**config.mk**
```make
export PLATFORM = sky130hd
export DESIGN_NAME = periph_subsystem
export DESIGN_NICKNAME = d
export VERILOG_FILES = /design/src/verilog/periph_pkg.sv /design/src/verilog/axil_if.sv /design/src/verilog/axil_decoder.sv /design/src/verilog/axil_gpio.sv /design/src/verilog/axil_timer.sv /design/src/verilog/irq_ctrl.sv /design/src/verilog/periph_subsystem.sv
export SDC_FILE = /design/constraint.sdc
export NUM_CORES = 1
export LEC_CHECK = 0
export ABC_AREA = 1
export BUFFER_PORTS_ARGS = -buffer_cell sky130_fd_sc_hd__clkbuf_2
export CORE_ASPECT_RATIO = 0.6
export CORE_MARGIN = 2
export CORE_UTILIZATION = 55
export CTS_CLUSTER_DIAMETER = 200
export DETAILED_ROUTE_END_ITERATION = 8
export PLACE_DENSITY = 0.79
export REMOVE_ABC_BUFFERS = 1
export SETUP_SLACK_MARGIN = 0.1
export SLEW_MARGIN = 20
export SYNTH_ARGS = -nofsm -noshare
export SYNTH_HDL_FRONTEND = slang
export SYNTH_SLANG_ARGS = --single-unit
```
**constraint.sdc**
```tcl
create_clock -name sys_clk_i -period 3.65 [get_ports sys_clk_i]
set_input_delay 0.1825 -clock sys_clk_i [delete_from_list [all_inputs] [get_ports sys_clk_i]]
set_output_delay 0.1825 -clock sys_clk_i [all_outputs]
set_load 0.02 [all_outputs]
```
**src/verilog/periph_pkg.sv**
```systemverilog
package periph_pkg;

  // bus widths
  localparam int DATA_W   = 32;
  localparam int ADDR_W   = 32;
  localparam int STRB_W   = DATA_W / 8;
  localparam int OFFSET_W = 4;

  // slave map, 64 KiB windows
  localparam int NUM_SLAVES = 3;
  localparam int SLV_GPIO   = 0;
  localparam int SLV_TIMER  = 1;
  localparam int SLV_INTC   = 2;

  localparam logic [ADDR_W-1:0] GPIO_BASE  = 32'h4000_0000;
  localparam logic [ADDR_W-1:0] TIMER_BASE = 32'h44A4_0000;
  localparam logic [ADDR_W-1:0] INTC_BASE  = 32'h4180_0000;
  localparam logic [ADDR_W-1:0] WIN_MASK   = 32'hFFFF_0000;

  // register offsets
  localparam logic [OFFSET_W-1:0] GPIO_DATA_OFS   = 4'h0;
  localparam logic [OFFSET_W-1:0] GPIO_TRI_OFS    = 4'h4;
  localparam logic [OFFSET_W-1:0] TMR_LOAD_OFS    = 4'h0;
  localparam logic [OFFSET_W-1:0] TMR_CTRL_OFS    = 4'h4;
  localparam logic [OFFSET_W-1:0] TMR_COUNT_OFS   = 4'h8;
  localparam logic [OFFSET_W-1:0] TMR_STATUS_OFS  = 4'hC;
  localparam logic [OFFSET_W-1:0] INTC_STATUS_OFS = 4'h0;
  localparam logic [OFFSET_W-1:0] INTC_ENABLE_OFS = 4'h4;

  // response codes
  localparam logic [1:0] RESP_OKAY   = 2'b00;
  localparam logic [1:0] RESP_SLVERR = 2'b10;
  localparam logic [1:0] RESP_DECERR = 2'b11;

  localparam int NUM_EXT_IRQ = 3;

  // byte lane merge for register writes
  function automatic logic [DATA_W-1:0] strb_merge(input logic [DATA_W-1:0] cur,
                                                   input logic [DATA_W-1:0] data,
                                                   input logic [STRB_W-1:0] strb);
    strb_merge = cur;
    for (int b = 0; b < STRB_W; b++) begin
      if (strb[b]) begin
        strb_merge[8*b +: 8] = data[8*b +: 8];
      end
    end
  endfunction

endpackage

```
**src/verilog/axil_if.sv**
```systemverilog
`timescale 1ns/1ps

interface axil_if;

  logic                            aw_valid;
  logic                            aw_ready;
  logic [periph_pkg::OFFSET_W-1:0] aw_addr;
  logic [periph_pkg::DATA_W-1:0]   w_data;
  logic [periph_pkg::STRB_W-1:0]   w_strb;
  logic                            b_valid;
  logic                            b_ready;
  logic [1:0]                      b_resp;
  logic                            ar_valid;
  logic                            ar_ready;
  logic [periph_pkg::OFFSET_W-1:0] ar_addr;
  logic [periph_pkg::DATA_W-1:0]   r_data;
  logic [1:0]                      r_resp;
  logic                            r_valid;
  logic                            r_ready;

  // aw_valid also qualifies w_data and w_strb
  modport master (
    output aw_valid, aw_addr, w_data, w_strb, b_ready, ar_valid, ar_addr, r_ready,
    input  aw_ready, b_valid, b_resp, ar_ready, r_data, r_resp, r_valid
  );

  modport slave (
    input  aw_valid, aw_addr, w_data, w_strb, b_ready, ar_valid, ar_addr, r_ready,
    output aw_ready, b_valid, b_resp, ar_ready, r_data, r_resp, r_valid
  );

endinterface

```
**src/verilog/axil_decoder.sv**
```systemverilog
`timescale 1ns/1ps

module axil_decoder (
  input  logic                          sys_clk_i,
  input  logic                          rst_i,
  input  logic [periph_pkg::ADDR_W-1:0] s_axi_awaddr_i,
  input  logic                          s_axi_awvalid_i,
  output logic                          s_axi_awready_o,
  input  logic [periph_pkg::DATA_W-1:0] s_axi_wdata_i,
  input  logic [periph_pkg::STRB_W-1:0] s_axi_wstrb_i,
  input  logic                          s_axi_wvalid_i,
  output logic                          s_axi_wready_o,
  output logic [1:0]                    s_axi_bresp_o,
  output logic                          s_axi_bvalid_o,
  input  logic                          s_axi_bready_i,
  input  logic [periph_pkg::ADDR_W-1:0] s_axi_araddr_i,
  input  logic                          s_axi_arvalid_i,
  output logic                          s_axi_arready_o,
  output logic [periph_pkg::DATA_W-1:0] s_axi_rdata_o,
  output logic [1:0]                    s_axi_rresp_o,
  output logic                          s_axi_rvalid_o,
  input  logic                          s_axi_rready_i,
  axil_if.master                        gpio_bus,
  axil_if.master                        timer_bus,
  axil_if.master                        intc_bus
);

  localparam int NS    = periph_pkg::NUM_SLAVES;
  localparam int SEL_W = $clog2(NS);

  logic                            wr_busy, wr_fwd, wr_wait;
  logic                            rd_busy, rd_fwd, rd_wait;
  logic [SEL_W-1:0]                wr_sel, rd_sel;
  logic [SEL_W:0]                  aw_dec, ar_dec;
  logic [NS-1:0]                   wr_oh, rd_oh;
  logic [periph_pkg::OFFSET_W-1:0] wr_ofs, rd_ofs;
  logic [periph_pkg::DATA_W-1:0]   wr_data;
  logic [periph_pkg::STRB_W-1:0]   wr_strb;
  logic                            slv_aw_ready, slv_b_valid, slv_ar_ready, slv_r_valid;
  logic [1:0]                      slv_b_resp, slv_r_resp;
  logic [periph_pkg::DATA_W-1:0]   slv_r_data;

  // window match, msb set on a miss
  function automatic logic [SEL_W:0] decode(input logic [periph_pkg::ADDR_W-1:0] addr);
    logic [periph_pkg::ADDR_W-1:0] win;
    win    = addr & periph_pkg::WIN_MASK;
    decode = {1'b1, SEL_W'(0)};
    if (win == periph_pkg::GPIO_BASE) decode = {1'b0, SEL_W'(periph_pkg::SLV_GPIO)};
    if (win == periph_pkg::TIMER_BASE) decode = {1'b0, SEL_W'(periph_pkg::SLV_TIMER)};
    if (win == periph_pkg::INTC_BASE) decode = {1'b0, SEL_W'(periph_pkg::SLV_INTC)};
  endfunction

  assign aw_dec  = decode(s_axi_awaddr_i);
  assign ar_dec  = decode(s_axi_araddr_i);
  assign wr_oh   = NS'(1) << wr_sel;
  assign rd_oh   = NS'(1) << rd_sel;
  // request handed over, response not yet on the top port
  assign wr_wait = wr_busy && !wr_fwd && !s_axi_bvalid_o;
  assign rd_wait = rd_busy && !rd_fwd && !s_axi_rvalid_o;

  //**************************************************************************
  // slave side
  //**************************************************************************
  assign gpio_bus.aw_valid  = wr_fwd && wr_oh[periph_pkg::SLV_GPIO];
  assign gpio_bus.aw_addr   = wr_ofs;
  assign gpio_bus.w_data    = wr_data;
  assign gpio_bus.w_strb    = wr_strb;
  assign gpio_bus.b_ready   = wr_wait && wr_oh[periph_pkg::SLV_GPIO];
  assign gpio_bus.ar_valid  = rd_fwd && rd_oh[periph_pkg::SLV_GPIO];
  assign gpio_bus.ar_addr   = rd_ofs;
  assign gpio_bus.r_ready   = rd_wait && rd_oh[periph_pkg::SLV_GPIO];

  assign timer_bus.aw_valid = wr_fwd && wr_oh[periph_pkg::SLV_TIMER];
  assign timer_bus.aw_addr  = wr_ofs;
  assign timer_bus.w_data   = wr_data;
  assign timer_bus.w_strb   = wr_strb;
  assign timer_bus.b_ready  = wr_wait && wr_oh[periph_pkg::SLV_TIMER];
  assign timer_bus.ar_valid = rd_fwd && rd_oh[periph_pkg::SLV_TIMER];
  assign timer_bus.ar_addr  = rd_ofs;
  assign timer_bus.r_ready  = rd_wait && rd_oh[periph_pkg::SLV_TIMER];

  assign intc_bus.aw_valid  = wr_fwd && wr_oh[periph_pkg::SLV_INTC];
  assign intc_bus.aw_addr   = wr_ofs;
  assign intc_bus.w_data    = wr_data;
  assign intc_bus.w_strb    = wr_strb;
  assign intc_bus.b_ready   = wr_wait && wr_oh[periph_pkg::SLV_INTC];
  assign intc_bus.ar_valid  = rd_fwd && rd_oh[periph_pkg::SLV_INTC];
  assign intc_bus.ar_addr   = rd_ofs;
  assign intc_bus.r_ready   = rd_wait && rd_oh[periph_pkg::SLV_INTC];

  // bit order follows the slave indices
  assign slv_aw_ready = |(wr_oh & {intc_bus.aw_ready, timer_bus.aw_ready, gpio_bus.aw_ready});
  assign slv_b_valid  = |(wr_oh & {intc_bus.b_valid, timer_bus.b_valid, gpio_bus.b_valid});
  assign slv_ar_ready = |(rd_oh & {intc_bus.ar_ready, timer_bus.ar_ready, gpio_bus.ar_ready});
  assign slv_r_valid  = |(rd_oh & {intc_bus.r_valid, timer_bus.r_valid, gpio_bus.r_valid});

  assign slv_b_resp = wr_oh[periph_pkg::SLV_GPIO]  ? gpio_bus.b_resp  :
                      wr_oh[periph_pkg::SLV_TIMER] ? timer_bus.b_resp : intc_bus.b_resp;
  assign slv_r_resp = rd_oh[periph_pkg::SLV_GPIO]  ? gpio_bus.r_resp  :
                      rd_oh[periph_pkg::SLV_TIMER] ? timer_bus.r_resp : intc_bus.r_resp;
  assign slv_r_data = rd_oh[periph_pkg::SLV_GPIO]  ? gpio_bus.r_data  :
                      rd_oh[periph_pkg::SLV_TIMER] ? timer_bus.r_data : intc_bus.r_data;

  //**************************************************************************
  // write channel
  //**************************************************************************
  always_ff @(posedge sys_clk_i) begin
    if (rst_i) begin
      s_axi_awready_o <= 1'b0;
      s_axi_wready_o  <= 1'b0;
      s_axi_bvalid_o  <= 1'b0;
      wr_busy         <= 1'b0;
      wr_fwd          <= 1'b0;
    end else begin
      // address and data taken in the same cycle
      s_axi_awready_o <= s_axi_awvalid_i && s_axi_wvalid_i && !wr_busy && !s_axi_awready_o;
      s_axi_wready_o  <= s_axi_awvalid_i && s_axi_wvalid_i && !wr_busy && !s_axi_awready_o;
      if (s_axi_awready_o) begin
        wr_busy        <= 1'b1;
        wr_sel         <= aw_dec[SEL_W-1:0];
        wr_ofs         <= s_axi_awaddr_i[periph_pkg::OFFSET_W-1:0];
        wr_data        <= s_axi_wdata_i;
        wr_strb        <= s_axi_wstrb_i;
        wr_fwd         <= !aw_dec[SEL_W];
        // a miss never reaches a slave
        s_axi_bvalid_o <= aw_dec[SEL_W];
        s_axi_bresp_o  <= periph_pkg::RESP_DECERR;
      end
      if (wr_fwd && slv_aw_ready) begin
        wr_fwd <= 1'b0;
      end
      if (wr_wait && slv_b_valid) begin
        s_axi_bvalid_o <= 1'b1;
        s_axi_bresp_o  <= slv_b_resp;
      end
      if (s_axi_bvalid_o && s_axi_bready_i) begin
        s_axi_bvalid_o <= 1'b0;
        wr_busy        <= 1'b0;
      end
    end
  end

  //**************************************************************************
  // read channel
  //**************************************************************************
  always_ff @(posedge sys_clk_i) begin
    if (rst_i) begin
      s_axi_arready_o <= 1'b0;
      s_axi_rvalid_o  <= 1'b0;
      rd_busy         <= 1'b0;
      rd_fwd          <= 1'b0;
    end else begin
      s_axi_arready_o <= s_axi_arvalid_i && !rd_busy && !s_axi_arready_o;
      if (s_axi_arready_o) begin
        rd_busy        <= 1'b1;
        rd_sel         <= ar_dec[SEL_W-1:0];
        rd_ofs         <= s_axi_araddr_i[periph_pkg::OFFSET_W-1:0];
        rd_fwd         <= !ar_dec[SEL_W];
        s_axi_rvalid_o <= ar_dec[SEL_W];
        s_axi_rresp_o  <= periph_pkg::RESP_DECERR;
        s_axi_rdata_o  <= '0;
      end
      if (rd_fwd && slv_ar_ready) begin
        rd_fwd <= 1'b0;
      end
      if (rd_wait && slv_r_valid) begin
        s_axi_rvalid_o <= 1'b1;
        s_axi_rresp_o  <= slv_r_resp;
        s_axi_rdata_o  <= slv_r_data;
      end
      if (s_axi_rvalid_o && s_axi_rready_i) begin
        s_axi_rvalid_o <= 1'b0;
        rd_busy        <= 1'b0;
      end
    end
  end

endmodule

```
**src/verilog/axil_gpio.sv**
```systemverilog
`timescale 1ns/1ps

module axil_gpio #(
  parameter int GPIO_W = 32
) (
  input  logic              sys_clk_i,
  input  logic              rst_i,
  axil_if.slave             bus,
  input  logic [GPIO_W-1:0] gpio_i,
  output logic [GPIO_W-1:0] gpio_o,
  output logic [GPIO_W-1:0] gpio_t_o
);

  logic [GPIO_W-1:0] gpio_meta;
  logic [GPIO_W-1:0] gpio_sync;

  // pins are asynchronous to the bus clock
  always_ff @(posedge sys_clk_i) begin
    gpio_meta <= gpio_i;
    gpio_sync <= gpio_meta;
  end

  always_ff @(posedge sys_clk_i) begin
    if (rst_i) begin
      bus.aw_ready <= 1'b0;
      bus.b_valid  <= 1'b0;
      bus.ar_ready <= 1'b0;
      bus.r_valid  <= 1'b0;
      gpio_o       <= '0;
      gpio_t_o     <= '1;
    end else begin
      // accept one cycle after the offer
      bus.aw_ready <= bus.aw_valid && !bus.aw_ready && !bus.b_valid;
      bus.ar_ready <= bus.ar_valid && !bus.ar_ready && !bus.r_valid;
      if (bus.b_valid && bus.b_ready) begin
        bus.b_valid <= 1'b0;
      end
      if (bus.r_valid && bus.r_ready) begin
        bus.r_valid <= 1'b0;
      end
      if (bus.aw_valid && bus.aw_ready) begin
        bus.b_valid <= 1'b1;
        bus.b_resp  <= periph_pkg::RESP_OKAY;
        case (bus.aw_addr)
          periph_pkg::GPIO_DATA_OFS:
            gpio_o <= GPIO_W'(periph_pkg::strb_merge(periph_pkg::DATA_W'(gpio_o),
                                                     bus.w_data, bus.w_strb));
          periph_pkg::GPIO_TRI_OFS:
            gpio_t_o <= GPIO_W'(periph_pkg::strb_merge(periph_pkg::DATA_W'(gpio_t_o),
                                                       bus.w_data, bus.w_strb));
          default: bus.b_resp <= periph_pkg::RESP_SLVERR;
        endcase
      end
      if (bus.ar_valid && bus.ar_ready) begin
        bus.r_valid <= 1'b1;
        bus.r_resp  <= periph_pkg::RESP_OKAY;
        bus.r_data  <= '0;
        case (bus.ar_addr)
          // data reads the pins, not the output register
          periph_pkg::GPIO_DATA_OFS: bus.r_data <= periph_pkg::DATA_W'(gpio_sync);
          periph_pkg::GPIO_TRI_OFS:  bus.r_data <= periph_pkg::DATA_W'(gpio_t_o);
          default:                   bus.r_resp <= periph_pkg::RESP_SLVERR;
        endcase
      end
    end
  end

endmodule

```
**src/verilog/axil_timer.sv**
```systemverilog
`timescale 1ns/1ps

module axil_timer (
  input  logic  sys_clk_i,
  input  logic  rst_i,
  axil_if.slave bus,
  output logic  timer_irq_o
);

  logic [periph_pkg::DATA_W-1:0] load_q;
  logic [periph_pkg::DATA_W-1:0] count_q;
  logic                          en_q;
  logic                          reload_q;
  logic                          expired_q;

  assign timer_irq_o = expired_q;

  always_ff @(posedge sys_clk_i) begin
    if (rst_i) begin
      bus.aw_ready <= 1'b0;
      bus.b_valid  <= 1'b0;
      bus.ar_ready <= 1'b0;
      bus.r_valid  <= 1'b0;
      load_q       <= '0;
      count_q      <= '0;
      en_q         <= 1'b0;
      reload_q     <= 1'b0;
      expired_q    <= 1'b0;
    end else begin
      // countdown, a bus write below takes priority
      if (en_q) begin
        if (count_q == '0) begin
          expired_q <= 1'b1;
          if (reload_q) begin
            count_q <= load_q;
          end else begin
            en_q <= 1'b0;
          end
        end else begin
          count_q <= count_q - 1'b1;
        end
      end

      bus.aw_ready <= bus.aw_valid && !bus.aw_ready && !bus.b_valid;
      bus.ar_ready <= bus.ar_valid && !bus.ar_ready && !bus.r_valid;
      if (bus.b_valid && bus.b_ready) begin
        bus.b_valid <= 1'b0;
      end
      if (bus.r_valid && bus.r_ready) begin
        bus.r_valid <= 1'b0;
      end
      if (bus.aw_valid && bus.aw_ready) begin
        bus.b_valid <= 1'b1;
        bus.b_resp  <= periph_pkg::RESP_OKAY;
        case (bus.aw_addr)
          periph_pkg::TMR_LOAD_OFS: load_q <= periph_pkg::strb_merge(load_q, bus.w_data, bus.w_strb);
          periph_pkg::TMR_CTRL_OFS: begin
            if (bus.w_strb[0]) begin
              en_q     <= bus.w_data[0];
              reload_q <= bus.w_data[1];
              // start from the load value
              if (bus.w_data[0]) count_q <= load_q;
            end
          end
          // write one to clear
          periph_pkg::TMR_STATUS_OFS: if (bus.w_strb[0] && bus.w_data[0]) expired_q <= 1'b0;
          periph_pkg::TMR_COUNT_OFS: ;
          default: bus.b_resp <= periph_pkg::RESP_SLVERR;
        endcase
      end
      if (bus.ar_valid && bus.ar_ready) begin
        bus.r_valid <= 1'b1;
        bus.r_resp  <= periph_pkg::RESP_OKAY;
        bus.r_data  <= '0;
        case (bus.ar_addr)
          periph_pkg::TMR_LOAD_OFS:   bus.r_data <= load_q;
          periph_pkg::TMR_CTRL_OFS:   bus.r_data[1:0] <= {reload_q, en_q};
          periph_pkg::TMR_COUNT_OFS:  bus.r_data <= count_q;
          periph_pkg::TMR_STATUS_OFS: bus.r_data[0] <= expired_q;
          default:                    bus.r_resp <= periph_pkg::RESP_SLVERR;
        endcase
      end
    end
  end

endmodule

```
**src/verilog/irq_ctrl.sv**
```systemverilog
`timescale 1ns/1ps

module irq_ctrl (
  input  logic                               sys_clk_i,
  input  logic                               rst_i,
  axil_if.slave                              bus,
  input  logic                               timer_irq_i,
  input  logic [periph_pkg::NUM_EXT_IRQ-1:0] ext_irq_i,
  output logic                               irq_o
);

  logic [periph_pkg::NUM_EXT_IRQ-1:0] ext_meta;
  logic [periph_pkg::NUM_EXT_IRQ-1:0] ext_sync;
  logic [periph_pkg::NUM_EXT_IRQ:0]   status;
  logic [periph_pkg::NUM_EXT_IRQ:0]   enable_q;

  // timer in bit 0, external lines above it
  assign status = {ext_sync, timer_irq_i};

  always_ff @(posedge sys_clk_i) begin
    ext_meta <= ext_irq_i;
    ext_sync <= ext_meta;
  end

  always_ff @(posedge sys_clk_i) begin
    if (rst_i) begin
      bus.aw_ready <= 1'b0;
      bus.b_valid  <= 1'b0;
      bus.ar_ready <= 1'b0;
      bus.r_valid  <= 1'b0;
      enable_q     <= '0;
      irq_o        <= 1'b0;
    end else begin
      irq_o        <= |(status & enable_q);
      bus.aw_ready <= bus.aw_valid && !bus.aw_ready && !bus.b_valid;
      bus.ar_ready <= bus.ar_valid && !bus.ar_ready && !bus.r_valid;
      if (bus.b_valid && bus.b_ready) begin
        bus.b_valid <= 1'b0;
      end
      if (bus.r_valid && bus.r_ready) begin
        bus.r_valid <= 1'b0;
      end
      if (bus.aw_valid && bus.aw_ready) begin
        bus.b_valid <= 1'b1;
        bus.b_resp  <= periph_pkg::RESP_OKAY;
        case (bus.aw_addr)
          periph_pkg::INTC_ENABLE_OFS:
            if (bus.w_strb[0]) enable_q <= bus.w_data[periph_pkg::NUM_EXT_IRQ:0];
          // status reflects live sources, nothing to store
          periph_pkg::INTC_STATUS_OFS: ;
          default: bus.b_resp <= periph_pkg::RESP_SLVERR;
        endcase
      end
      if (bus.ar_valid && bus.ar_ready) begin
        bus.r_valid <= 1'b1;
        bus.r_resp  <= periph_pkg::RESP_OKAY;
        bus.r_data  <= '0;
        case (bus.ar_addr)
          periph_pkg::INTC_STATUS_OFS: bus.r_data <= periph_pkg::DATA_W'(status);
          periph_pkg::INTC_ENABLE_OFS: bus.r_data <= periph_pkg::DATA_W'(enable_q);
          default:                     bus.r_resp <= periph_pkg::RESP_SLVERR;
        endcase
      end
    end
  end

endmodule

```
**src/verilog/periph_subsystem.sv**
```systemverilog
`timescale 1ns/1ps

module periph_subsystem #(
  parameter int GPIO_W = 32
) (
  input  logic                               sys_clk_i,
  input  logic                               rst_i,
  input  logic [periph_pkg::ADDR_W-1:0]      s_axi_awaddr_i,
  input  logic                               s_axi_awvalid_i,
  output logic                               s_axi_awready_o,
  input  logic [periph_pkg::DATA_W-1:0]      s_axi_wdata_i,
  input  logic [periph_pkg::STRB_W-1:0]      s_axi_wstrb_i,
  input  logic                               s_axi_wvalid_i,
  output logic                               s_axi_wready_o,
  output logic [1:0]                         s_axi_bresp_o,
  output logic                               s_axi_bvalid_o,
  input  logic                               s_axi_bready_i,
  input  logic [periph_pkg::ADDR_W-1:0]      s_axi_araddr_i,
  input  logic                               s_axi_arvalid_i,
  output logic                               s_axi_arready_o,
  output logic [periph_pkg::DATA_W-1:0]      s_axi_rdata_o,
  output logic [1:0]                         s_axi_rresp_o,
  output logic                               s_axi_rvalid_o,
  input  logic                               s_axi_rready_i,
  input  logic [GPIO_W-1:0]                  gpio_i,
  output logic [GPIO_W-1:0]                  gpio_o,
  output logic [GPIO_W-1:0]                  gpio_t_o,
  input  logic [periph_pkg::NUM_EXT_IRQ-1:0] ext_irq_i,
  output logic                               irq_o
);

  logic timer_irq;

  axil_if gpio_bus ();
  axil_if timer_bus ();
  axil_if intc_bus ();

  axil_decoder inst_axil_decoder (
    .sys_clk_i       (sys_clk_i),
    .rst_i           (rst_i),
    .s_axi_awaddr_i  (s_axi_awaddr_i),
    .s_axi_awvalid_i (s_axi_awvalid_i),
    .s_axi_awready_o (s_axi_awready_o),
    .s_axi_wdata_i   (s_axi_wdata_i),
    .s_axi_wstrb_i   (s_axi_wstrb_i),
    .s_axi_wvalid_i  (s_axi_wvalid_i),
    .s_axi_wready_o  (s_axi_wready_o),
    .s_axi_bresp_o   (s_axi_bresp_o),
    .s_axi_bvalid_o  (s_axi_bvalid_o),
    .s_axi_bready_i  (s_axi_bready_i),
    .s_axi_araddr_i  (s_axi_araddr_i),
    .s_axi_arvalid_i (s_axi_arvalid_i),
    .s_axi_arready_o (s_axi_arready_o),
    .s_axi_rdata_o   (s_axi_rdata_o),
    .s_axi_rresp_o   (s_axi_rresp_o),
    .s_axi_rvalid_o  (s_axi_rvalid_o),
    .s_axi_rready_i  (s_axi_rready_i),
    .gpio_bus        (gpio_bus.master),
    .timer_bus       (timer_bus.master),
    .intc_bus        (intc_bus.master)
  );

  axil_gpio #(
    .GPIO_W (GPIO_W)
  ) inst_axil_gpio (
    .sys_clk_i (sys_clk_i),
    .rst_i     (rst_i),
    .bus       (gpio_bus.slave),
    .gpio_i    (gpio_i),
    .gpio_o    (gpio_o),
    .gpio_t_o  (gpio_t_o)
  );

  axil_timer inst_axil_timer (
    .sys_clk_i   (sys_clk_i),
    .rst_i       (rst_i),
    .bus         (timer_bus.slave),
    .timer_irq_o (timer_irq)
  );

  // timer interrupt joins the external lines here
  irq_ctrl inst_irq_ctrl (
    .sys_clk_i   (sys_clk_i),
    .rst_i       (rst_i),
    .bus         (intc_bus.slave),
    .timer_irq_i (timer_irq),
    .ext_irq_i   (ext_irq_i),
    .irq_o       (irq_o)
  );

endmodule

```
After elaboration in Yosys (flattened, before gate mapping)
Cells that the tools add are included.
- equality and inequality tests: 12
- multiplexer cells: 61
- bitwise operators: 6
- $add $sub $neg: 1
- shifts and indexed selects: 2
- reduce and logical (&&, ||, !) cells: 122
- operators with widths (operator ; number):
    two-way mux 32 bit ; 11
    == test 16 x 15 -> 1 bit, second input constant ; 6
    case mux 32 bit (2 select lines) ; 1
    case mux 30 bit (2 select lines) ; 1
    logical AND 1 bit ; 52
    AND reduction 3 bit ; 14
    zero test 32 bit ; 1
    subtractor 32 x 1 -> 32 bit, second input constant ; 1
    two-way mux 1 bit ; 27
    two-way mux 2 bit ; 12
    zero test 1 bit ; 22
    AND reduction 2 bit ; 10
    two-way mux 3 bit ; 6
    == test 4 bit, second input constant ; 4
    nonzero test 2 bit ; 8
    AND 3 bit ; 4
    OR reduction 2 bit ; 6
    OR reduction 3 bit ; 4
    OR reduction 4 bit ; 3
    == test 4 x 3 -> 1 bit, second input constant ; 2
    zero test 4 bit ; 2
    case mux 4 bit (2 select lines) ; 1
    left shift 1 x 2 -> 3 bit, first input constant ; 2
    AND 4 bit ; 1
    other kinds (3) ; 3
- register bits after elaboration: 418
- logic and storage cells: 264
- input bits: 142

Depth between registers and ports, before layout
Gate-level depths: netlist (run 1).
- word-level depth: 7
- gate-level depth with buffers: 14
- depth with buffers taken out: 14

Cells and area by module
From an unflattened synthesis (run 1), not the netlist that was laid out.
- cell total of the unflattened synthesis: 2085
- area total of the unflattened synthesis: 17291.6 sq um
- by module, submodules not included (module ; cells an instance ; times used ; area each (sq um)):
    axil_timer ; 879 ; 1 ; 5931.9
    axil_gpio ; 598 ; 1 ; 5634.2
    axil_decoder ; 485 ; 1 ; 4698.3
    irq_ctrl ; 123 ; 1 ; 1027.2

Worst setup path after synthesis (run 1)
OpenSTA, ideal clock, no wires.
- kind: register to register
- start point: register inst_axil_decoder.rd_sel[1]
- end point: register inst_axil_decoder.s_axi_rdata_o[0] (netlist name), enable pin
- clock period less this slack: 3.312 ns
- cell stages (with the launch flop): 7
- setup time: 0.437 ns
- slack: 0.338 ns
- arrival: 2.876 ns
- cells stage by stage: edfxtp_1 > or2_2 > inv_2 > nand2_1 > nor2_1 > nor3_4 > a21oi_1
- word-level cells in the longest chain between the ends: 6
- ends and longest elaborated chain (element ; RTL line ; RTL):
    start, declared ; axil_decoder.sv:33 ; logic [SEL_W-1:0] wr_sel, rd_sel;
    start signal, assigned ; axil_decoder.sv:156 ; rd_sel <= ar_dec[SEL_W-1:0];
    left shift 1 x 2 -> 3 bit ; axil_decoder.sv:56 ; assign rd_oh = NS'(1) << rd_sel;
    AND 3 bit ; axil_decoder.sv:95 ; assign slv_r_valid = |(rd_oh & {intc_bus.r_valid, timer_bus.r_valid, gpio_bus.r_valid});
    OR reduction 3 bit ; axil_decoder.sv:95 ;
    logical AND 1 bit ; axil_decoder.sv:166 ; if (rd_wait && slv_r_valid) begin
    nonzero test 2 bit (no line) ; - ;
    AND reduction 2 bit (no line) ; - ;
    end signal, assigned ; axil_decoder.sv:169 ; s_axi_rdata_o <= slv_r_data;
    end, declared ; axil_decoder.sv:19 ; output logic [periph_pkg::DATA_W-1:0] s_axi_rdata_o,
No other way between the ends.
A chain may end at the register's enable or synchronous reset.

Worst setup path in the final report (run 1)
- start point: register inst_axil_decoder.rd_sel[1]
- end point: register inst_axil_decoder.s_axi_rdata_o[29] (netlist name), enable pin
Same word-level chain as after synthesis.

==> metrics.txt, run 1 <==
status complete, no violations; clock tree buffer depth 3; CTS Buf Count 36; first-pass GRT wire length 64850 um; # fillers approximately 2200; RSZ-0062 raised after global routing no; count of cell types in the netlist between 40 and 50; Mapped Area roughly 0.015 sq mm; Pwr Density ~460 mW/mm^2; cts repair resizes 0; Die Wd 218.6 um; Final setup viols 0; H-tree depth 2; Routed Antenna Nets 0; row cnt between 40 and 50; final worst clock skew between 20 and 30 ps; layout cells sized above 1 0.1744; total grt overflow 0; GR Util All Layers 0.2866; pre-CTS setup slack roughly 1100 ps; Worst-path clk slew 70 ps; top_reg_cell synth dfxtp_1; die area a little under 0.03 sq mm; CP delay by family, top buffers and inverters; CP arrival between 2000 and 3000 ps; routability-driven placement congestion ratio 0.9205; Fin Setup TNS 0 ps; dpl hpwl between 20000 and 30000 um; I/O pins around 250; Fin. Hold Viols 0; Placed Cells 2201; largest net degree at the start of global routing 66; CP bufs+invs 3; sequential element share of the synthesized area 0.6102; die height ~130 um; Yosys top cell area share 0.3123; DRT Wirelength about 41000 um; crit end category flip-flop; Final Instance Count excl. Fillers about 2400; Max stage delay on crit path 510 ps; Post-synth EDFFs ~160; Area contributors post-synth edfxtp_1, dfxtp_1, nand2_1; Syn Area/Cell just over 9 sq um; Reg area ~0.0093 sq mm; most used cell, CP buf_4; vias in the first global route 12140; post-synthesis cell count 1661; initial antenna violation count 0; peak supply drop about 0.34 mV; Max Cap Violations 0; CTS tree yes; Tcrit/Tclk final 0.7036; multi-input gate area in the final layout approximately 0.005 sq mm; Core ar. around 0.027 sq mm; WL/cell 17.59 um; root buffer cell clkbuf_16; clock latency on the worst-skew pair between 500 and 600 ps; Final nets 2100; critical path required time about 3800 ps; drt initial violations 1371; largest area contributor in the netlist edfxtp_1; Via density ~5.5; relative slew slack 0.3076; CTS Sinks 384; highest fanout seen on the critical path 20; Critical Path Start Type flip-flop; ANT cells 0; min cycle time layout 2568 ps; FMAX between 300 and 400 MHz; Leakage 8.082 nW; Layout area overhead 22.72%; final worst slack ~1100 ps; routed vias around 13000; Slew Limit Fails 0; CP max-delay cell edfxtp_1; Setup CP Type flip-flop to flip-flop; Synth Warn # 0; Tightest Pin Transition 1035 ps; synthesized flop and latch total 384; PortBufs around 220; Starting Density 0.5555; TritonRoute pass-1 iters 6; Hold Crit Class input port to flip-flop; CP cell instances or2_2, inv_2, nand2_1, nor2_1, nor3_4, buf_4, a21oi_4, buf_4; ys async rst share 0; Post-route DRC 0; final hold slack 58.30 ps
[final timing paths]
kind                                                                start                                                 to  slack, ps  cells past startpoint
worst min-delay path                                   s_axi_awaddr_i[24]          inst_axil_decoder.wr_sel[1]$_SDFFCE_PN1P_         60                      3
worst min register to register       inst_axil_gpio.gpio_meta[11]$_DFF_P_               inst_axil_gpio.gpio_sync[11]$_DFF_P_        310                      0
worst max-delay path            inst_axil_decoder.rd_sel[1]$_SDFFCE_PN1P_  inst_axil_decoder.s_axi_rdata_o[29]$_SDFFCE_PN0P_       1080                      8
worst max register to register  inst_axil_decoder.rd_sel[1]$_SDFFCE_PN1P_  inst_axil_decoder.s_axi_rdata_o[29]$_SDFFCE_PN0P_       1080                      8
[cell type report]
cell class,count,area share
Clock inverter,19,0.009061
Inverter,163,0.03296
Timing Repair Buffer,330,0.1142
Multi-Input combinational cell,1041,0.2686
Tap cell,367,0.02463
Clock buffer,47,0.05329
Sequential cell,384,0.4972
[cell families after synthesis]
family          count (synthesis)  synth area share
buf+inv                       236           0.06260
compound gates                376            0.1394
flops                         384            0.6102
fa+ha+maj                       2          0.001647
xor+xnor                        7          0.004036
simple gates                  656            0.1821
[repair_timing]
| action | in CTS | in global routing |
|---|---|---|
| buffers inserted | 0 | 0 |
| endpoints found under the hold margin | 84 | 0 |
| hold buffers | 84 | 0 |
[worst register-to-register path, stage by stage, from the launching register on]
cell and delay (ps):
edfxtp_1 510, or2_2 360, inv_2 300, nand2_1 90, nor2_1 190, nor3_4 70, buf_4 210, a21oi_4 150
buf_4 320
[where the power goes]
group / leakage (nW) / switching [mW] / total (mW) / internal [mW]
clock: 0.574 / 1.63 / 3.72 / 2.09
combinational: 4.22 / 0.155 / 0.298 / 0.143
sequential: 3.29 / 0.0246 / 4.54 / 4.51
[cell usage after synthesis (4+ instances only)]
library cell / number
dfxtp_1: 226
o211ai_1: 26
edfxtp_1: 158
nor4_1: 10
nand3_1: 67
nand4_1: 14
buf_2: 15
nand2_1: 393
inv_2: 7
nand2_2: 6
inv_1: 153
buf_1: 5
o21ai_0: 155
nor2_1: 131
nor2_2: 9
xor2_1: 7
a21oi_1: 138
nor3_1: 8
nor2_4: 8
a31oi_1: 4
a22o_1: 32
o22ai_1: 10
clkbuf_1: 44
buf_4: 6
[stage by stage]
stage	utilization	total power, mW	instance area (sq um)
6_report	0.6817	8.549	18640
5_1_grt	0.6817	8.813	18640
4_1_cts	0.6817	8.588	18640
3_5_place_dp	0.6085	4.851	16640
3_3_place_gp	0.6085	4.842	16640
2_1_floorplan	-	4.719	14850
[routing by layer]
metal  up-vias  global-route usage  wire (um)
met1      6016              0.4305      19060
met4         0             0.07634        823
met3        60             0.05195       3713
met5         -                   0          0
met2       586              0.4277      17760
li1       6169                   -          -
[flip-flops by register name, indices dropped and copies added (netlist names), 32 cells and up]
register / count
inst_axil_decoder.s_axi_rdata_o: 32
inst_axil_gpio.bus.r_data: 32
inst_axil_timer.bus.r_data: 32
inst_axil_timer.count_q: 32
inst_axil_gpio.gpio_t_o: 32
inst_axil_decoder.gpio_bus.w_data: 32
inst_axil_gpio.gpio_sync: 32
inst_axil_gpio.gpio_meta: 32
inst_axil_gpio.gpio_o: 32
inst_axil_timer.load_q: 32
[layout by cell type (no fill, tap or decap), drive strengths merged, types with 11 or more instances in the layout]
cell	n
nand2	400
clkbuf	270
dfxtp	226
inv	162
edfxtp	158
o21ai	155
nor2	148
a21oi	138
dlygate4sd3	84
nand3	67
a22o	32
o211ai	26
buf	23
clkinv	17
nand4	14
nor3	11
No activity file was read; power rests on OpenSTA's default activity.
==> run 2: changes to the inputs <==
--- a/config.mk
+++ b/config.mk
@@ -9,10 +9,10 @@
 export BUFFER_PORTS_ARGS = -buffer_cell sky130_fd_sc_hd__clkbuf_2
 export CORE_ASPECT_RATIO = 0.6
 export CORE_MARGIN = 2
-export CORE_UTILIZATION = 55
+export CORE_UTILIZATION = 51
 export CTS_CLUSTER_DIAMETER = 200
 export DETAILED_ROUTE_END_ITERATION = 8
-export PLACE_DENSITY = 0.79
+export PLACE_DENSITY = 0.77
 export REMOVE_ABC_BUFFERS = 1
 export SETUP_SLACK_MARGIN = 0.1
 export SLEW_MARGIN = 20
==> constraint.sdc (replaced) <==
create_clock -name sys_clk_i -period 2.3 [get_ports sys_clk_i]
set_input_delay 0.115 -clock sys_clk_i [delete_from_list [all_inputs] [get_ports sys_clk_i]]
set_output_delay 0.115 -clock sys_clk_i [all_outputs]
set_load 0.02 [all_outputs]
==> metrics.txt, run 2 (synthesized netlist as in run 1, its figures left out) <==
status complete, no violations (unchanged); P_sw 2.814 mW (was 1.804 mW); Flop pwr share 0.526 (was 0.531); Final Instance Count excl. Fillers 2412 (was 2351); highest fanout seen on the critical path 18 (was 20); relative slew slack 0.6164 (was 0.3076); Final setup viols 0 (unchanged); final hold slack 15.79 ps (was 58.30 ps); Layout area overhead 25.35% (was 22.72%); crit end category flip-flop (unchanged); CP arrival 2230 ps (was 2750 ps); drt initial violations 1295 (was 1371); routability-driven placement congestion ratio 0.9454 (was 0.9205); Final nets 2130 (was 2100); CTS Sinks 384 (unchanged); routed vias 12830 (about the same); largest net degree at the start of global routing 75 (was 66); Leakage 8.279 nW (was 8.082 nW); PortBufs 223 (unchanged); Core ar. 0.02901 sq mm (was 0.02735 sq mm); final worst clock skew 29.62 ps (was 27.03 ps); first-pass GRT wire length 65670 um (was 64850 um); TritonRoute pass-1 iters 5 (was 6); Pwr Density 719.1 mW/mm^2 (was 458.6 mW/mm^2); Die Wd 226.8 um (was 218.6 um); most frequent cells in the layout nand2_1, dfxtp_1, clkbuf_2, edfxtp_1, o21ai_0 (unchanged); vias in the first global route 12400 (was 12140); internal power 10.88 mW (was 6.744 mW); switch share 0.2055 (was 0.2111); total grt overflow 0 (unchanged); Tcrit/Tclk final 0.8765 (was 0.7036); CTS tree yes (unchanged); Worst-path clk slew 60 ps (was 70 ps); DRT Wirelength 42230 um (was 41350 um); WL/cell 17.51 um (was 17.59 um); Starting Density 0.5237 (was 0.5555); Routed Antenna Nets 0 (unchanged); commonest non-fill, non-tap cell in the layout nand2_1 (unchanged); clock tree buffer depth 3 (unchanged); Critical Path Start Type flip-flop (unchanged); post-layout util 0.6564 (was 0.6817); root buffer cell clkbuf_16 (unchanged); H-tree depth 2 (unchanged); dpl hpwl 28640 um (was 27470 um); design area 0.01904 sq mm (was 0.01864 sq mm); Hold Crit Class input port to flip-flop (unchanged); row cnt 48 (was 47); clock latency on the worst-skew pair 530 ps (about the same); clock power share 0.439 (was 0.435); die height 137.7 um (was 132.7 um); dpl cell area 0.01696 sq mm (was 0.01664 sq mm); Post-route DRC 0 (unchanged); layout cells sized above 1 0.1839 (was 0.1744); Placed Cells 2260 (was 2201); Max Cap Violations 0 (unchanged); Fin. Hold Viols 0 (unchanged); CTS Buf Count 36 (unchanged); total power draw 13.69 mW (was 8.549 mW); initial antenna violation count 0 (unchanged); critical path required time 2510 ps (was 3830 ps); RSZ-0062 raised after global routing no (unchanged); die area 0.03123 sq mm (was 0.02901 sq mm); Via density 5.318 (was 5.458); Setup CP Type flip-flop to flip-flop (unchanged); Comb power frac 0.036 (was 0.035); ANT cells 0 (unchanged); Slew Limit Fails 0 (unchanged); FMAX 496.0 MHz (was 389.4 MHz); min cycle time layout 2016 ps (was 2568 ps); I/O pins 248 (unchanged); peak supply drop 0.7104 mV (was 0.3429 mV); Tightest Pin Transition 573.7 ps (was 1035 ps); GR Util All Layers 0.2709 (was 0.2866)
==> run 2: cell count changes in the layout (fill, tap and decap cells not counted), sizes merged <==
| cell | delta |
|---|---|
| buf | +27 |
| clkinv | -7 |
| dlygate4sd3 | +3 |
| bufinv | -1 |
| clkinvlp | -1 |
| clkbuf | +9 |
| inv | -2 |
==> run 2: repair_timing <==
action,4_1_cts,5_1_grt
hold buffers,87,0
setup endpoints to repair,0,1
endpoints found under the hold margin,86,0
resized for setup,0,0
setup buffers,0,1
==> run 2: critical path, cell delays in order (launching register included) <==
cell      delay [ps]
edfxtp_1         510
or2_2            360
inv_2             90
nand2_1           50
nor2_1           170
nor3_4           100
a21oi_4          210
buf_12           190
==> run 2: final timing paths <==
check                                                      endpoint  cells past startpoint  slack [ps]                                      start
hold reg to reg                 inst_axil_gpio.gpio_sync[4]$_DFF_P_                      0         310        inst_axil_gpio.gpio_meta[4]$_DFF_P_
hold / removal            inst_axil_decoder.wr_sel[1]$_SDFFCE_PN1P_                      4          20                         s_axi_awaddr_i[22]
setup reg to reg  inst_axil_decoder.s_axi_rdata_o[29]$_SDFFCE_PN0P_                      7         280  inst_axil_decoder.rd_sel[1]$_SDFFCE_PN1P_
setup / recovery  inst_axil_decoder.s_axi_rdata_o[29]$_SDFFCE_PN0P_                      7         280  inst_axil_decoder.rd_sel[1]$_SDFFCE_PN1P_
==> run 2: stage by stage <==
step / worst slack, ps / setup TNS (ps)
2_1_floorplan: -1336 / -164010
3_3_place_gp: 334.1 / 0
4_1_cts: 292.3 / 0
6_report: 284.0 / 0
5_1_grt: 153.6 / 0
3_5_place_dp: 316.0 / 0
==> run 2: power by group through the flow <==
stage | Sequential (mW) | Clock, mW | Combinational, mW
after floorplan | 7.36 | 0 | 0.128
after global placement | 7.35 | 0 | 0.353
after detailed placement | 7.35 | 0 | 0.365
after CTS | 7.20 | 6.08 | 0.482
after global routing | 7.20 | 6.35 | 0.529
final | 7.20 | 6.01 | 0.488
==> run 2: routing by layer <==
| metal | routed length (um) | vias up | global-route usage | part of all wire |
|---|---|---|---|---|
| li1 | - | 6208 | - | - |
| met1 | 20180 | 6104 | 0.4005 | 0.48 |
| met2 | 18170 | 458 | 0.4183 | 0.43 |
| met3 | 3164 | 56 | 0.04649 | 0.075 |
| met4 | 709 | 0 | 0.05848 | 0.017 |
| met5 | 0 | - | 0 | 0 |
==> run 2: area by class of cell <==
class                   count  area [sq um]
fillers                  2344          9966
flip-flops and latches    384          9269
multi-input cells        1041          5007
repair buffers            360          2462
clock buffers              56          1121
inverters                 163         614.3
well taps                 400         500.5
clock inverters             8         67.56
==> run 3: changes to the inputs <==
--- a/config.mk
+++ b/config.mk
@@ -12,7 +12,7 @@
 export CORE_UTILIZATION = 51
 export CTS_CLUSTER_DIAMETER = 200
 export DETAILED_ROUTE_END_ITERATION = 8
-export PLACE_DENSITY = 0.77
+export PLACE_DENSITY = 0.76
 export REMOVE_ABC_BUFFERS = 1
 export SETUP_SLACK_MARGIN = 0.1
 export SLEW_MARGIN = 20
==> metrics.txt, run 3 (synthesized netlist as in run 1, its figures left out) <==
root buffer cell clkbuf_16 (unchanged); clock tree buffer depth 3 (unchanged); layout cells sized above 1 0.1859 (was 0.1839); initial antenna violation count 0 (unchanged); Final nets 2131 (was 2130); Critical Path Start inst_axil_timer.count_q[0]$_SDFF_PP0_ (was inst_axil_decoder.rd_sel[1]$_SDFFCE_PN1P_); Setup CP Type flip-flop to flip-flop (unchanged); ANT cells 0 (unchanged); Max Cap Violations 0 (unchanged); FMAX 482.7 MHz (was 496.0 MHz); most used cell, CP nand2_1; commonest non-fill, non-tap cell in the layout nand2_1 (unchanged); critical path required time 2750 ps (was 2510 ps); CP arrival 2520 ps (was 2230 ps); Die Wd 226.8 um (unchanged); total grt overflow 0 (unchanged); worst r2r src inst_axil_timer.count_q[0]$_SDFF_PP0_ (was inst_axil_decoder.rd_sel[1]$_SDFFCE_PN1P_); Hold Crit Class input port to flip-flop (unchanged); most frequent cells in the layout nand2_1, dfxtp_1, clkbuf_2, edfxtp_1, o21ai_0 (unchanged); PortBufs 223 (unchanged); total power draw 13.96 mW (was 13.69 mW); relative slew slack 0.5678 (was 0.6164); # fillers 2284 (was 2344); CP max-delay cell dfxtp_1 (was edfxtp_1); WL/cell 17.52 um (was 17.51 um); crit end category flip-flop (unchanged); min cycle time layout 2072 ps (was 2016 ps); CTS Buf Count 36 (unchanged); first-pass GRT wire length 65540 um (was 65670 um); Worst-path clk slew 70 ps (was 60 ps); HP Start s_axi_awaddr_i[22] (unchanged); Fin. Hold Viols 0 (unchanged); vias in the first global route 12300 (was 12400); DRT Wirelength 42260 um (was 42230 um); peak supply drop 0.5685 mV (was 0.7104 mV); dpl hpwl 28460 um (was 28640 um); final hold slack 30.85 ps (was 15.79 ps); Starting Density 0.5237 (unchanged); die area 0.03123 sq mm (unchanged); CP bufs+invs 3 (was 2); Via density 5.349 (was 5.318); final worst clock skew 15.23 ps (was 29.62 ps); clock latency on the worst-skew pair 530 ps (about the same); routed vias 12900 (was 12830); Pwr Density 729.8 mW/mm^2 (was 719.1 mW/mm^2); Routed Antenna Nets 0 (unchanged); Tcrit/Tclk final 0.9007 (was 0.8765); Core ar. 0.02901 sq mm (unchanged); GR Util All Layers 0.2725 (was 0.2709); Tightest Pin Transition 645.9 ps (was 573.7 ps); CP cell instances inv_1, ha_1, inv_1, nor2_1, nand2_1, nor2_4, nand2_4, nor2_4, buf_12, nand2_1, nand2_1, nand2_1, a21oi_1 (was or2_2, inv_2, nand2_1, nor2_1, nor3_4, a21oi_4, buf_12); Final setup viols 0 (unchanged); Leakage 8.307 nW (was 8.279 nW); RSZ-0062 raised after global routing no (unchanged); Layout area overhead 25.93% (was 25.35%); H-tree depth 2 (unchanged); Slew Limit Fails 0 (unchanged); CTS tree yes (unchanged); largest net degree at the start of global routing 57 (was 75); status complete, no violations (unchanged); highest fanout seen on the critical path 21 (was 18); CP delay by family, top simple AND/OR/NAND/NOR gates (unchanged); Critical Path Start Type flip-flop (unchanged); routability-driven placement congestion ratio 0.9938 (was 0.9454); Max stage delay on crit path 360 ps (was 510 ps); I/O pins 248 (unchanged); Post-route DRC 0 (unchanged); row cnt 48 (unchanged); drt initial violations 1367 (was 1295); CTS Sinks 384 (unchanged); die height 137.7 um (unchanged); TritonRoute pass-1 iters 8 (was 5)
## run 3: cell count changes in the layout (fill, tap and decap cells not counted), moves of 2 or more
| cell | previous run | this run |
|---|---|---|
| clkbuf_16 | 40 | 38 |
| clkbuf_8 | 6 | 4 |
| clkbuf_1 | 10 | 4 |
| clkinv_1 | 3 | 6 |
| clkinvlp_4 | 0 | 3 |
| bufinv_16 | 1 | 5 |
| buf_12 | 8 | 10 |
## run 3: final timing paths
check | to | slack, ps | cells past startpoint
worst min register to register | inst_axil_gpio.gpio_sync[28]$_DFF_P_ | 320 | 0
worst max register to register | inst_axil_timer.count_q[29]$_SDFF_PP0_ | 230 | 13
worst min-delay path | inst_axil_decoder.wr_sel[1]$_SDFFCE_PN1P_ | 30 | 4
worst max-delay path | inst_axil_timer.count_q[29]$_SDFF_PP0_ | 230 | 13
## run 3: worst reg2reg max path, delay by kind of cell (launching register included)
family	cells	cell delay [ps]
flip-flops	1	360
buffers and inverters	3	360
AND/OR/NAND/NOR	8	900
AO/OA/AOI/OAI	1	150
adder cells (fa/ha/maj)	1	210
## run 3: through the flow
stage	utilization	worst slack [ps]	cells	setup TNS (ps)	area, sq um
2_1_floorplan	-	-1336	1588	-164010	14850
3_3_place_gp	0.5859	298.7	2261	0	17000
3_5_place_dp	0.5859	160.6	2261	0	17000
4_1_cts	0.6586	132.1	2411	0	19110
5_1_grt	0.6595	94.11	2412	0	19130
6_report	0.6595	228.4	2412	0	19130
## run 3: area by class of cell
class                           instances  area [sq um]  area share
Tap cell                              400         500.5     0.02616
Clock buffer                           46          1021     0.05337
Multi-Input combinational cell       1041          5010      0.2619
Clock inverter                         17         219.0     0.01145
Inverter                              163         615.6     0.03218
Timing Repair Buffer                  361          2495      0.1304
Sequential cell                       384          9269      0.4845
## run 3: report_power, final
part	internal, mW	switching (mW)
logic	0.238	0.247
registers	7.16	0.0386
clock network	3.71	2.57
total	11.1	2.85
## run 3: per-layer routing
layer	share of wire	track usage	up-vias
li1	-	-	6223
met5	0	0	-
met3	0.085	0.05268	74
met2	0.43	0.4201	558
met1	0.46	0.3930	6047
met4	0.021	0.07493	0
## run 3: what timing repair did
| item | in CTS | in global routing |
|---|---|---|
| gates resized for setup | 0 | 2 |
| endpoints found under the setup margin | 0 | 21 |
| hold endpoints to repair | 86 | 0 |
| hold buffers | 87 | 0 |
| buffers inserted | 0 | 1 |
